<file path="src/lc4_consts.svh">
/*
 * LC4 core constants
 * Word width, register count, reset PC and the NOP encoding
 */

`ifndef LC4_CONSTS_SVH
`define LC4_CONSTS_SVH

// Data and address width
`define LC4_WORD_W 16

// Architectural register count
`define LC4_NUM_REGS 8

// First fetch address after reset
`define LC4_RESET_PC 16'h8200

// BR with nzp=000, never taken
`define LC4_NOP_INSN 16'h0000

`endif

</file>
<file path="src/lc4_pkg.sv">
/*
 * LC4 shared types
 * Word, register select, NZP and the opcode encodings of the kept subset
 */

`include "lc4_consts.svh"

package lc4_pkg;

   // One machine word, data or address
   typedef logic [`LC4_WORD_W-1:0] word_t;

   // Register index
   typedef logic [$clog2(`LC4_NUM_REGS)-1:0] rsel_t;

   // Condition bits, n in bit 2, z in bit 1, p in bit 0
   typedef logic [2:0] nzp_t;

   // Top four bits of the instruction
   typedef enum logic [3:0] {
      OP_BR    = 4'h0,
      OP_ARITH = 4'h1,
      OP_LOGIC = 4'h5,
      OP_LDR   = 4'h6,
      OP_STR   = 4'h7,
      OP_CONST = 4'h9
   } opcode_e;

endpackage

</file>
<file path="src/lc4_decoder.sv">
/*
 * LC4 instruction decoder
 * Register selects, write enables and class flags for one instruction
 */

`timescale 1ns/1ps

module lc4_decoder (
   input  lc4_pkg::word_t i_insn,
   output lc4_pkg::rsel_t o_r1sel,
   output lc4_pkg::rsel_t o_r2sel,
   output lc4_pkg::rsel_t o_wsel,
   output logic           o_rf_we,
   output logic           o_nzp_we,
   output logic           o_is_load,
   output logic           o_is_store,
   output logic           o_is_branch
);

   lc4_pkg::opcode_e op;

   assign op = lc4_pkg::opcode_e'(i_insn[15:12]);

   always_comb begin
      // Rs always in [8:6], Rd in [11:9]
      o_r1sel     = i_insn[8:6];
      o_r2sel     = i_insn[2:0];
      o_wsel      = i_insn[11:9];
      o_rf_we     = 1'b0;
      o_is_load   = 1'b0;
      o_is_store  = 1'b0;
      o_is_branch = 1'b0;
      case (op)
         lc4_pkg::OP_BR: begin
            o_is_branch = 1'b1;
         end
         lc4_pkg::OP_ARITH: begin
            // ADD 000, SUB 010, ADD imm 1xx; MUL and DIV dropped
            o_rf_we = i_insn[5] || (i_insn[5:3] == 3'b000) || (i_insn[5:3] == 3'b010);
         end
         lc4_pkg::OP_LOGIC: begin
            // AND 000, OR 010, XOR 011; NOT and AND imm dropped
            o_rf_we = !i_insn[5] && (i_insn[4:3] != 2'b01);
         end
         lc4_pkg::OP_LDR: begin
            o_rf_we   = 1'b1;
            o_is_load = 1'b1;
         end
         lc4_pkg::OP_STR: begin
            // Store data register sits where Rd would be
            o_r2sel    = i_insn[11:9];
            o_is_store = 1'b1;
         end
         lc4_pkg::OP_CONST: begin
            o_rf_we = 1'b1;
         end
         default: begin
            // Anything else retires as a NOP
            o_rf_we = 1'b0;
         end
      endcase
      // Every register write also sets NZP
      o_nzp_we = o_rf_we;
   end

endmodule

</file>
<file path="src/lc4_alu.sv">
/*
 * LC4 ALU
 * Arithmetic, logic, CONST, load/store address and branch target
 */

`timescale 1ns/1ps

module lc4_alu (
   input  lc4_pkg::word_t i_insn,
   input  lc4_pkg::word_t i_pc,
   input  lc4_pkg::word_t i_r1data,
   input  lc4_pkg::word_t i_r2data,
   output lc4_pkg::word_t o_result
);

   lc4_pkg::opcode_e op;
   lc4_pkg::word_t   imm5;
   lc4_pkg::word_t   imm6;
   lc4_pkg::word_t   imm9;

   assign op = lc4_pkg::opcode_e'(i_insn[15:12]);

   // Sign-extended immediates
   assign imm5 = {{11{i_insn[4]}}, i_insn[4:0]};
   assign imm6 = {{10{i_insn[5]}}, i_insn[5:0]};
   assign imm9 = {{7{i_insn[8]}}, i_insn[8:0]};

   always_comb begin
      case (op)
         lc4_pkg::OP_ARITH: begin
            if (i_insn[5])
               o_result = i_r1data + imm5;
            else if (i_insn[4:3] == 2'b10)
               o_result = i_r1data - i_r2data;
            else
               o_result = i_r1data + i_r2data;
         end
         lc4_pkg::OP_LOGIC: begin
            case (i_insn[4:3])
               2'b10:   o_result = i_r1data | i_r2data;
               2'b11:   o_result = i_r1data ^ i_r2data;
               default: o_result = i_r1data & i_r2data;
            endcase
         end
         // Effective address, Rs plus offset
         lc4_pkg::OP_LDR: o_result = i_r1data + imm6;
         lc4_pkg::OP_STR: o_result = i_r1data + imm6;
         lc4_pkg::OP_CONST: o_result = imm9;
         // Target is relative to the next PC
         lc4_pkg::OP_BR: o_result = i_pc + 16'd1 + imm9;
         default: o_result = '0;
      endcase
   end

endmodule

</file>
<file path="src/lc4_regfile.sv">
/*
 * LC4 register file
 * Eight registers, two read ports, one write port with write-through
 */

`timescale 1ns/1ps

`include "lc4_consts.svh"

module lc4_regfile (
   input  logic           gwe,
   input  logic           i_rst,
   input  lc4_pkg::rsel_t i_rs,
   input  lc4_pkg::rsel_t i_rt,
   input  lc4_pkg::rsel_t i_rd,
   input  lc4_pkg::word_t i_wdata,
   input  logic           i_rd_we,
   output lc4_pkg::word_t o_rs_data,
   output lc4_pkg::word_t o_rt_data
);

   lc4_pkg::word_t regs [`LC4_NUM_REGS];

   always_ff @(posedge gwe) begin
      if (i_rst) begin
         for (int i = 0; i < `LC4_NUM_REGS; i++) begin
            regs[i] <= '0;
         end
      end else if (i_rd_we) begin
         regs[i_rd] <= i_wdata;
      end
   end

   // Writeback value seen by decode in the same cycle
   assign o_rs_data = (i_rd_we && (i_rs == i_rd)) ? i_wdata : regs[i_rs];
   assign o_rt_data = (i_rd_we && (i_rt == i_rd)) ? i_wdata : regs[i_rt];

endmodule

</file>
<file path="src/lc4_fetch.sv">
/*
 * LC4 fetch stage
 * PC register with branch redirect and the fetch/decode register
 */

`timescale 1ns/1ps

`include "lc4_consts.svh"

module lc4_fetch (
   input  logic           gwe,
   input  logic           i_rst,
   input  logic           i_taken,
   input  lc4_pkg::word_t i_target,
   input  lc4_pkg::word_t i_insn,
   output lc4_pkg::word_t o_pc,
   output lc4_pkg::word_t o_d_insn,
   output lc4_pkg::word_t o_d_pc,
   output logic           o_d_valid
);

   lc4_pkg::word_t pc_q;

   // Redirect wins over sequential fetch
   always_ff @(posedge gwe) begin
      if (i_rst)
         pc_q <= `LC4_RESET_PC;
      else if (i_taken)
         pc_q <= i_target;
      else
         pc_q <= pc_q + 16'd1;
   end

   assign o_pc = pc_q;

   // Taken branch squashes the word fetched this cycle
   always_ff @(posedge gwe) begin
      if (i_rst || i_taken) begin
         o_d_insn  <= `LC4_NOP_INSN;
         o_d_valid <= 1'b0;
      end else begin
         o_d_insn  <= i_insn;
         o_d_valid <= 1'b1;
      end
   end

   always_ff @(posedge gwe) begin
      o_d_pc <= pc_q;
   end

endmodule

</file>
<file path="src/lc4_branch_unit.sv">
/*
 * LC4 branch unit
 * NZP register, new NZP from writeback, bypass to execute, taken decision
 */

`timescale 1ns/1ps

module lc4_branch_unit (
   input  logic           gwe,
   input  logic           i_rst,
   input  lc4_pkg::word_t i_x_insn,
   input  logic           i_x_branch,
   input  lc4_pkg::word_t i_w_data,
   input  logic           i_w_nzp_we,
   output lc4_pkg::nzp_t  o_w_nzp,
   output logic           o_taken
);

   lc4_pkg::nzp_t nzp_q;
   lc4_pkg::nzp_t nzp_cur;
   logic          neg;
   logic          zero;

   // Sign class of the value being written back
   assign neg     = i_w_data[15];
   assign zero    = (i_w_data == '0);
   assign o_w_nzp = {neg, zero, !neg && !zero};

   always_ff @(posedge gwe) begin
      if (i_rst)
         nzp_q <= 3'b000;
      else if (i_w_nzp_we)
         nzp_q <= o_w_nzp;
   end

   // Bypass when writeback updates NZP this cycle
   assign nzp_cur = i_w_nzp_we ? o_w_nzp : nzp_q;

   // BR condition bits in [11:9]
   assign o_taken = i_x_branch && ((i_x_insn[11:9] & nzp_cur) != 3'b000);

endmodule

</file>
<file path="src/lc4_processor.sv">
/*
 * LC4 five-stage pipelined core
 * Later stage registers, data memory port, writeback mux and trace port
 */

`timescale 1ns/1ps

module lc4_processor (
   input  logic           gwe,
   input  logic           i_rst,
   input  lc4_pkg::word_t i_cur_insn,
   input  lc4_pkg::word_t i_cur_dmem_data,
   output lc4_pkg::word_t o_cur_pc,
   output lc4_pkg::word_t o_dmem_addr,
   output lc4_pkg::word_t o_dmem_towrite,
   output logic           o_dmem_we,
   output logic           o_wb_valid,
   output lc4_pkg::word_t o_wb_pc,
   output lc4_pkg::word_t o_wb_insn,
   output logic           o_wb_rf_we,
   output lc4_pkg::rsel_t o_wb_rf_wsel,
   output lc4_pkg::word_t o_wb_rf_data,
   output logic           o_wb_nzp_we,
   output lc4_pkg::nzp_t  o_wb_nzp_bits
);

   // Decode stage
   lc4_pkg::word_t d_insn, d_pc, d_rs_data, d_rt_data;
   lc4_pkg::rsel_t d_r1sel, d_r2sel, d_wsel;
   logic           d_valid, d_rf_we, d_nzp_we, d_is_load, d_is_store, d_is_branch;
   // Execute stage
   lc4_pkg::word_t x_insn, x_pc, x_rs_data, x_rt_data, x_result;
   lc4_pkg::rsel_t x_wsel;
   logic           x_valid, x_rf_we, x_nzp_we, x_is_load, x_is_store, x_is_branch;
   logic           x_taken;
   // Memory stage
   lc4_pkg::word_t m_insn, m_pc, m_result, m_rt_data;
   lc4_pkg::rsel_t m_wsel;
   logic           m_valid, m_rf_we, m_nzp_we, m_is_load, m_is_store;
   // Writeback stage
   lc4_pkg::word_t w_insn, w_pc, w_result, w_load_data, w_wdata;
   lc4_pkg::rsel_t w_wsel;
   logic           w_valid, w_rf_we, w_nzp_we, w_is_load;

   // Fetch and F/D register, flushed by a taken branch
   lc4_fetch u_fetch (
      .gwe(gwe), .i_rst(i_rst), .i_taken(x_taken), .i_target(x_result),
      .i_insn(i_cur_insn), .o_pc(o_cur_pc),
      .o_d_insn(d_insn), .o_d_pc(d_pc), .o_d_valid(d_valid)
   );

   lc4_decoder u_decoder (
      .i_insn(d_insn), .o_r1sel(d_r1sel), .o_r2sel(d_r2sel), .o_wsel(d_wsel),
      .o_rf_we(d_rf_we), .o_nzp_we(d_nzp_we), .o_is_load(d_is_load),
      .o_is_store(d_is_store), .o_is_branch(d_is_branch)
   );

   // Read in decode, written from writeback
   lc4_regfile u_regfile (
      .gwe(gwe), .i_rst(i_rst), .i_rs(d_r1sel), .i_rt(d_r2sel),
      .i_rd(w_wsel), .i_wdata(w_wdata), .i_rd_we(w_rf_we),
      .o_rs_data(d_rs_data), .o_rt_data(d_rt_data)
   );

   // D/X control, enables gated by valid
   always_ff @(posedge gwe) begin
      if (i_rst || x_taken) begin
         x_valid     <= 1'b0;
         x_rf_we     <= 1'b0;
         x_nzp_we    <= 1'b0;
         x_is_load   <= 1'b0;
         x_is_store  <= 1'b0;
         x_is_branch <= 1'b0;
      end else begin
         x_valid     <= d_valid;
         x_rf_we     <= d_rf_we && d_valid;
         x_nzp_we    <= d_nzp_we && d_valid;
         x_is_load   <= d_is_load && d_valid;
         x_is_store  <= d_is_store && d_valid;
         x_is_branch <= d_is_branch && d_valid;
      end
   end

   always_ff @(posedge gwe) begin
      x_insn    <= d_insn;
      x_pc      <= d_pc;
      x_wsel    <= d_wsel;
      x_rs_data <= d_rs_data;
      x_rt_data <= d_rt_data;
   end

   lc4_alu u_alu (
      .i_insn(x_insn), .i_pc(x_pc), .i_r1data(x_rs_data), .i_r2data(x_rt_data),
      .o_result(x_result)
   );

   // Resolves BR in execute with NZP bypass from writeback
   lc4_branch_unit u_branch (
      .gwe(gwe), .i_rst(i_rst), .i_x_insn(x_insn), .i_x_branch(x_is_branch),
      .i_w_data(w_wdata), .i_w_nzp_we(w_nzp_we),
      .o_w_nzp(o_wb_nzp_bits), .o_taken(x_taken)
   );

   // X/M control
   always_ff @(posedge gwe) begin
      if (i_rst) begin
         m_valid    <= 1'b0;
         m_rf_we    <= 1'b0;
         m_nzp_we   <= 1'b0;
         m_is_load  <= 1'b0;
         m_is_store <= 1'b0;
      end else begin
         m_valid    <= x_valid;
         m_rf_we    <= x_rf_we;
         m_nzp_we   <= x_nzp_we;
         m_is_load  <= x_is_load;
         m_is_store <= x_is_store;
      end
   end

   always_ff @(posedge gwe) begin
      m_insn    <= x_insn;
      m_pc      <= x_pc;
      m_wsel    <= x_wsel;
      m_result  <= x_result;
      m_rt_data <= x_rt_data;
   end

   // Data memory, address from the ALU, store data is Rt
   assign o_dmem_we      = m_is_store;
   assign o_dmem_addr    = (m_is_load || m_is_store) ? m_result : '0;
   assign o_dmem_towrite = m_is_store ? m_rt_data : '0;

   // M/W control
   always_ff @(posedge gwe) begin
      if (i_rst) begin
         w_valid   <= 1'b0;
         w_rf_we   <= 1'b0;
         w_nzp_we  <= 1'b0;
         w_is_load <= 1'b0;
      end else begin
         w_valid   <= m_valid;
         w_rf_we   <= m_rf_we;
         w_nzp_we  <= m_nzp_we;
         w_is_load <= m_is_load;
      end
   end

   // Load data captured at the end of the memory cycle
   always_ff @(posedge gwe) begin
      w_insn      <= m_insn;
      w_pc        <= m_pc;
      w_wsel      <= m_wsel;
      w_result    <= m_result;
      w_load_data <= i_cur_dmem_data;
   end

   assign w_wdata = w_is_load ? w_load_data : w_result;

   // Trace of the retiring instruction
   assign o_wb_valid   = w_valid;
   assign o_wb_pc      = w_pc;
   assign o_wb_insn    = w_insn;
   assign o_wb_rf_we   = w_rf_we;
   assign o_wb_rf_wsel = w_wsel;
   assign o_wb_rf_data = w_wdata;
   assign o_wb_nzp_we  = w_nzp_we;

endmodule

</file>
<file path="config.mk">
export PLATFORM = sky130hd
export DESIGN_NAME = lc4_processor
export DESIGN_NICKNAME = d
export VERILOG_FILES = /design/src/lc4_pkg.sv /design/src/lc4_decoder.sv /design/src/lc4_alu.sv /design/src/lc4_regfile.sv /design/src/lc4_fetch.sv /design/src/lc4_branch_unit.sv /design/src/lc4_processor.sv
export VERILOG_INCLUDE_DIRS = /design/src
export SDC_FILE = /design/constraint.sdc
export NUM_CORES = 1
export LEC_CHECK = 0
export ABC_AREA = 1
export BUFFER_PORTS_ARGS = -buffer_cell sky130_fd_sc_hd__buf_4
export CAP_MARGIN = 20
export CORE_UTILIZATION = 50
export DETAILED_ROUTE_END_ITERATION = 10
export PLACE_DENSITY = 0.69
export SETUP_SLACK_MARGIN = 0.1
export SLEW_MARGIN = 5
export SYNTH_ARGS = -nofsm -noshare
export SYNTH_HDL_FRONTEND = slang
export SYNTH_SLANG_ARGS = --single-unit
export TNS_END_PERCENT = 20
</file>
<file path="constraint.sdc">
create_clock -name gwe -period 5 [get_ports gwe]
set_input_delay 0.25 -clock gwe [delete_from_list [all_inputs] [get_ports gwe]]
set_output_delay 0.25 -clock gwe [all_outputs]
set_load 0.02 [all_outputs]
</file>
==> results.md <==
* Fin crit period at 4.25 ns
* ANT nets after route at 0
* Die height at 186 µm
* Wire length of the first global-routing pass at 77,900 µm
* Worst path cell trace: inv_1, nand2_1, buf_4, inv_2, o21ai_0, nand2_1, nor2_1, nand3_1, nor2_1, inv_1, nor2_1, nand3_1, xor2_1, o21ai_0, ha_1, a21oi_1, o21ai_0, a31oi_1, o21ai_0, or2_2, nand3_1, o2111ai_1, a22o_1
* Placed wire-length estimate at 34,300 µm
* Site Rows at 67
* Effective utilization at floorplan at 50.6%
* Detailed-route vias per instance at 5.56
* Sequential area share after synthesis at 53.0%
* Worst path most repeated cell: sky130_fd_sc_hd__o21ai_0
* Largest stage delay on the critical path at 0.40 ns
* Commonest non-fill, non-tap cells in the layout: sky130_fd_sc_hd__nand2_1 (277), sky130_fd_sc_hd__nor2_1 (257), sky130_fd_sc_hd__dfxtp_1 (255), sky130_fd_sc_hd__inv_1 (250), sky130_fd_sc_hd__o21ai_0 (202)
* Synth Cell Area at 16,900 µm²
* Critical setup path kind: flip-flop to flip-flop
* Timing-limited maximum frequency at 235 MHz
* Number of flops mapped to enable cells by yosys at 128
* Number of detailed-route iterations in the first pass at 6
* Worst slew margin at 28.2%
* Layout overhead on the synthesized area at 18.1%
* Initial detailed-routing violation count at 1,248
* Path category of the worst min-delay check: input pin to flip-flop
* Worst-path fanout max at 23
* Setup TNS at 0 ns
* Count of unique library cells instantiated by Yosys at 54
* VDD IR-drop max at 290 µV
* Arrival time of data at the critical path endpoint at 4.70 ns
* Sort of element at the end of the critical path: flip-flop
* Number of buffers created by CTS at 41
* Clock transition at the register clock pins on the worst setup and hold paths after CTS at 0.07 ns
* Worst skew pair latency at 0.55 ns
* Max-slew violation count at 0
* Overall die area at 34,600 µm²
* # resized after CTS at 0
* Via count of the first global-routing pass at 14,000
* Total number of yosys warnings at 0
* Final critical-path share of the clock period at 85.1%
* Total global routing overflow at 0
* Worst hold slack at 0.0546 ns
* End of the worst register-to-register path: u_fetch.o_pc[14]$_SDFF_PP0_
* Initial antenna violation count at 1
* Max H-tree Level at 2
* Horizontal die dimension at 186 µm
* Start point of the worst hold path: i_rst
* Root buffer selected by CTS: sky130_fd_sc_hd__clkbuf_16
* Critical path required time at 5.45 ns
* Routed WL per cell at 19.7 µm
* Power density over the cells at 382 nW/µm²
* Status: completed
* Synth Net Count at 2,089
* Final GP Congestion at 0.890
* Proportion of synthesized flip-flops having asynchronous set or reset at 0%
* Leading cell type in the layout, fill and taps excluded: sky130_fd_sc_hd__nand2_1
* Largest net degree at the start of global routing at 67
* DRC at 0
* Worst Setup Start Kind: flip-flop
* Top cell family by delay on the critical path: compound AO/OA/AOI/OAI gates
* Clock tree from TritonCTS: built
* Max_cap viols at 0
* Reg-to-reg slack, setup at 0.75 ns
* Flip-flop cell with the highest count after synthesis: sky130_fd_sc_hd__dfxtp_1
* Reg-to-Reg Start: x_insn[3]$_DFF_P_
* Synthesized instance count at 1,987
* Io pins at 140
* Buffers added on ports at 139
* FF-to-FF path depth at 23
* Final Hold Violating Endpoints at 0
* Total via count in the routed design at 14,500
* Placeable core area at 33,400 µm²
* Slowest cell on the critical path: sky130_fd_sc_hd__dfxtp_1
* Setup-violating endpoint count in the final report at 0
* Destination of the worst hold path: u_fetch.o_pc[6]$_SDFF_PP0_
* Number of synthesized register bits at 384
* Global routing usage summed across all routing layers at 30.0%
* Static Leakage at 8.65 nW
* Buffers & Inverters on Critical Path at 4
* Max Clock Skew at 0.0257 ns
* Measured slew at the worst slew-check pin at 1.07 ns
* Layout net count at 2,225
* Syn Area/Cell at 8.52 µm²
* TritonCTS sink count at 384
* Clk buf depth at 3
* Wire length reported by the detailed router at 51,400 µm
* Hold Path Depth at 2
* Filler cell count in the final layout at 2,877
* Fraction of final layout cells sized beyond drive strength 1 at 11.9%
* RSZ-0062 raised after global routing: false
-- worst max path at each step --
stage,cells past startpoint,from,endpoint,slack [ns]
CTS,23,x_insn[3]$_DFF_P_,u_fetch.o_pc[14]$_SDFF_PP0_,0.83
global placement,23,x_insn[3]$_DFF_P_,u_fetch.o_pc[14]$_SDFF_PP0_,0.94
finish,23,x_insn[3]$_DFF_P_,u_fetch.o_pc[14]$_SDFF_PP0_,0.75
floorplan,24,x_rt_data[0]$_DFF_P_,u_fetch.o_pc[14]$_SDFF_PP0_,1.43
global route,26,x_insn[3]$_DFF_P_,u_fetch.o_pc[11]$_SDFF_PP0_,0.28
detailed placement,23,x_insn[3]$_DFF_P_,u_fetch.o_pc[14]$_SDFF_PP0_,0.83
-- synthesized netlist by cell type (6+ instances only) --
| cell | n | area (µm²) |
|---|---|---|
| sky130_fd_sc_hd__edfxtp_1 | 128 | 3840 |
| sky130_fd_sc_hd__buf_1 | 6 | 22.5 |
| sky130_fd_sc_hd__clkbuf_1 | 85 | 319 |
| sky130_fd_sc_hd__o21ai_1 | 16 | 80.1 |
| sky130_fd_sc_hd__buf_4 | 9 | 67.6 |
| sky130_fd_sc_hd__nor2_1 | 257 | 965 |
| sky130_fd_sc_hd__o221ai_1 | 9 | 78.8 |
| sky130_fd_sc_hd__o21ai_0 | 207 | 1040 |
| sky130_fd_sc_hd__nand2_1 | 278 | 1040 |
| sky130_fd_sc_hd__dfxtp_1 | 256 | 5120 |
| sky130_fd_sc_hd__inv_1 | 250 | 938 |
| sky130_fd_sc_hd__o22ai_1 | 9 | 56.3 |
| sky130_fd_sc_hd__or2_1 | 9 | 56.3 |
| sky130_fd_sc_hd__nand3_1 | 69 | 345 |
| sky130_fd_sc_hd__nand4_1 | 7 | 43.8 |
| sky130_fd_sc_hd__xor2_1 | 16 | 140 |
| sky130_fd_sc_hd__a21oi_1 | 164 | 821 |
| sky130_fd_sc_hd__o211ai_1 | 33 | 248 |
| sky130_fd_sc_hd__xnor2_1 | 9 | 78.8 |
| sky130_fd_sc_hd__o2111ai_1 | 13 | 114 |
| sky130_fd_sc_hd__ha_1 | 66 | 826 |
| sky130_fd_sc_hd__nor3_1 | 9 | 45.0 |
| sky130_fd_sc_hd__a21boi_0 | 6 | 45.0 |
| sky130_fd_sc_hd__or2_2 | 9 | 56.3 |
| sky130_fd_sc_hd__o311ai_0 | 10 | 87.6 |
-- logic make-up after synthesis --
| group | Yosys count | synth area share, % |
|---|---|---|
| and+or+nand+nor | 655 | 15.9 |
| adders and majority gates | 68 | 5.11 |
| AOI/OAI and AO/OA | 495 | 16.5 |
| buffers and inverters | 360 | 8.20 |
| xor gates and xnor gates | 25 | 1.29 |
| DFF | 384 | 53.0 |
-- layer usage --
metal,global-route usage (%),vias to the layer above,part of all wire [%]
li1,-,6860,-
met1,38.1,6796,40
met2,50.6,693,48
met3,4.50,145,8.0
met4,13.3,0,4.2
met5,0,-,0
-- stage by stage --
step	instances	util [%]	setup slack (ns)	instance area, µm²	total power, mW
6_report	2605	59.8	0.747	20000	7.63
5_1_grt	2605	59.8	0.284	20000	7.91
4_1_cts	2603	59.7	0.826	20000	7.63
3_5_place_dp	2495	54.7	0.835	18300	4.66
3_3_place_gp	2495	54.7	0.938	18300	4.65
2_1_floorplan	1987	-	1.43	16900	4.24
-- registers in the layout, indices dropped and copies added, names as in the netlist, 2 cells and up --
name / flops
m_rt_data: 16
x_rt_data: 16
o_wb_insn: 14
x_insn: 14
x_wsel: 2
u_branch.nzp_q: 3
w_result: 16
m_insn: 14
u_regfile.regs: 128
x_pc: 16
o_wb_rf_wsel: 2
u_fetch.o_d_insn: 16
m_wsel: 2
x_rs_data: 16
m_result: 16
u_fetch.o_d_pc: 16
u_fetch.o_pc: 16
m_pc: 16
o_wb_pc: 16
w_load_data: 16
-- cell type report --
| type | instances | area (µm²) | share of cell area, % |
|---|---|---|---|
| flip-flops and latches | 384 | 8970 | 44.9 |
| multi-input cells | 1243 | 6590 | 33.0 |
| repair buffers | 195 | 1560 | 7.79 |
| clock buffers | 55 | 1160 | 5.80 |
| inverters | 258 | 968 | 4.84 |
| well taps | 448 | 561 | 2.80 |
| clock inverters | 21 | 181 | 0.907 |
| diodes | 1 | 2.50 | 0.0125 |
-- report_power, final --
part | switching, mW | internal, mW | leakage [nW]
Combinational | 0.735 | 0.368 | 4.56
Sequential | 0.149 | 3.40 | 3.44
Clock | 1.27 | 1.70 | 0.657
Total | 2.16 | 5.47 | 8.65
-- what timing repair did --
action                    in CTS  in global routing
hold buffers                  32                  0
hold endpoints to repair      32                  0
setup buffers                  0                  0
Power figures use the tool's default switching activity.
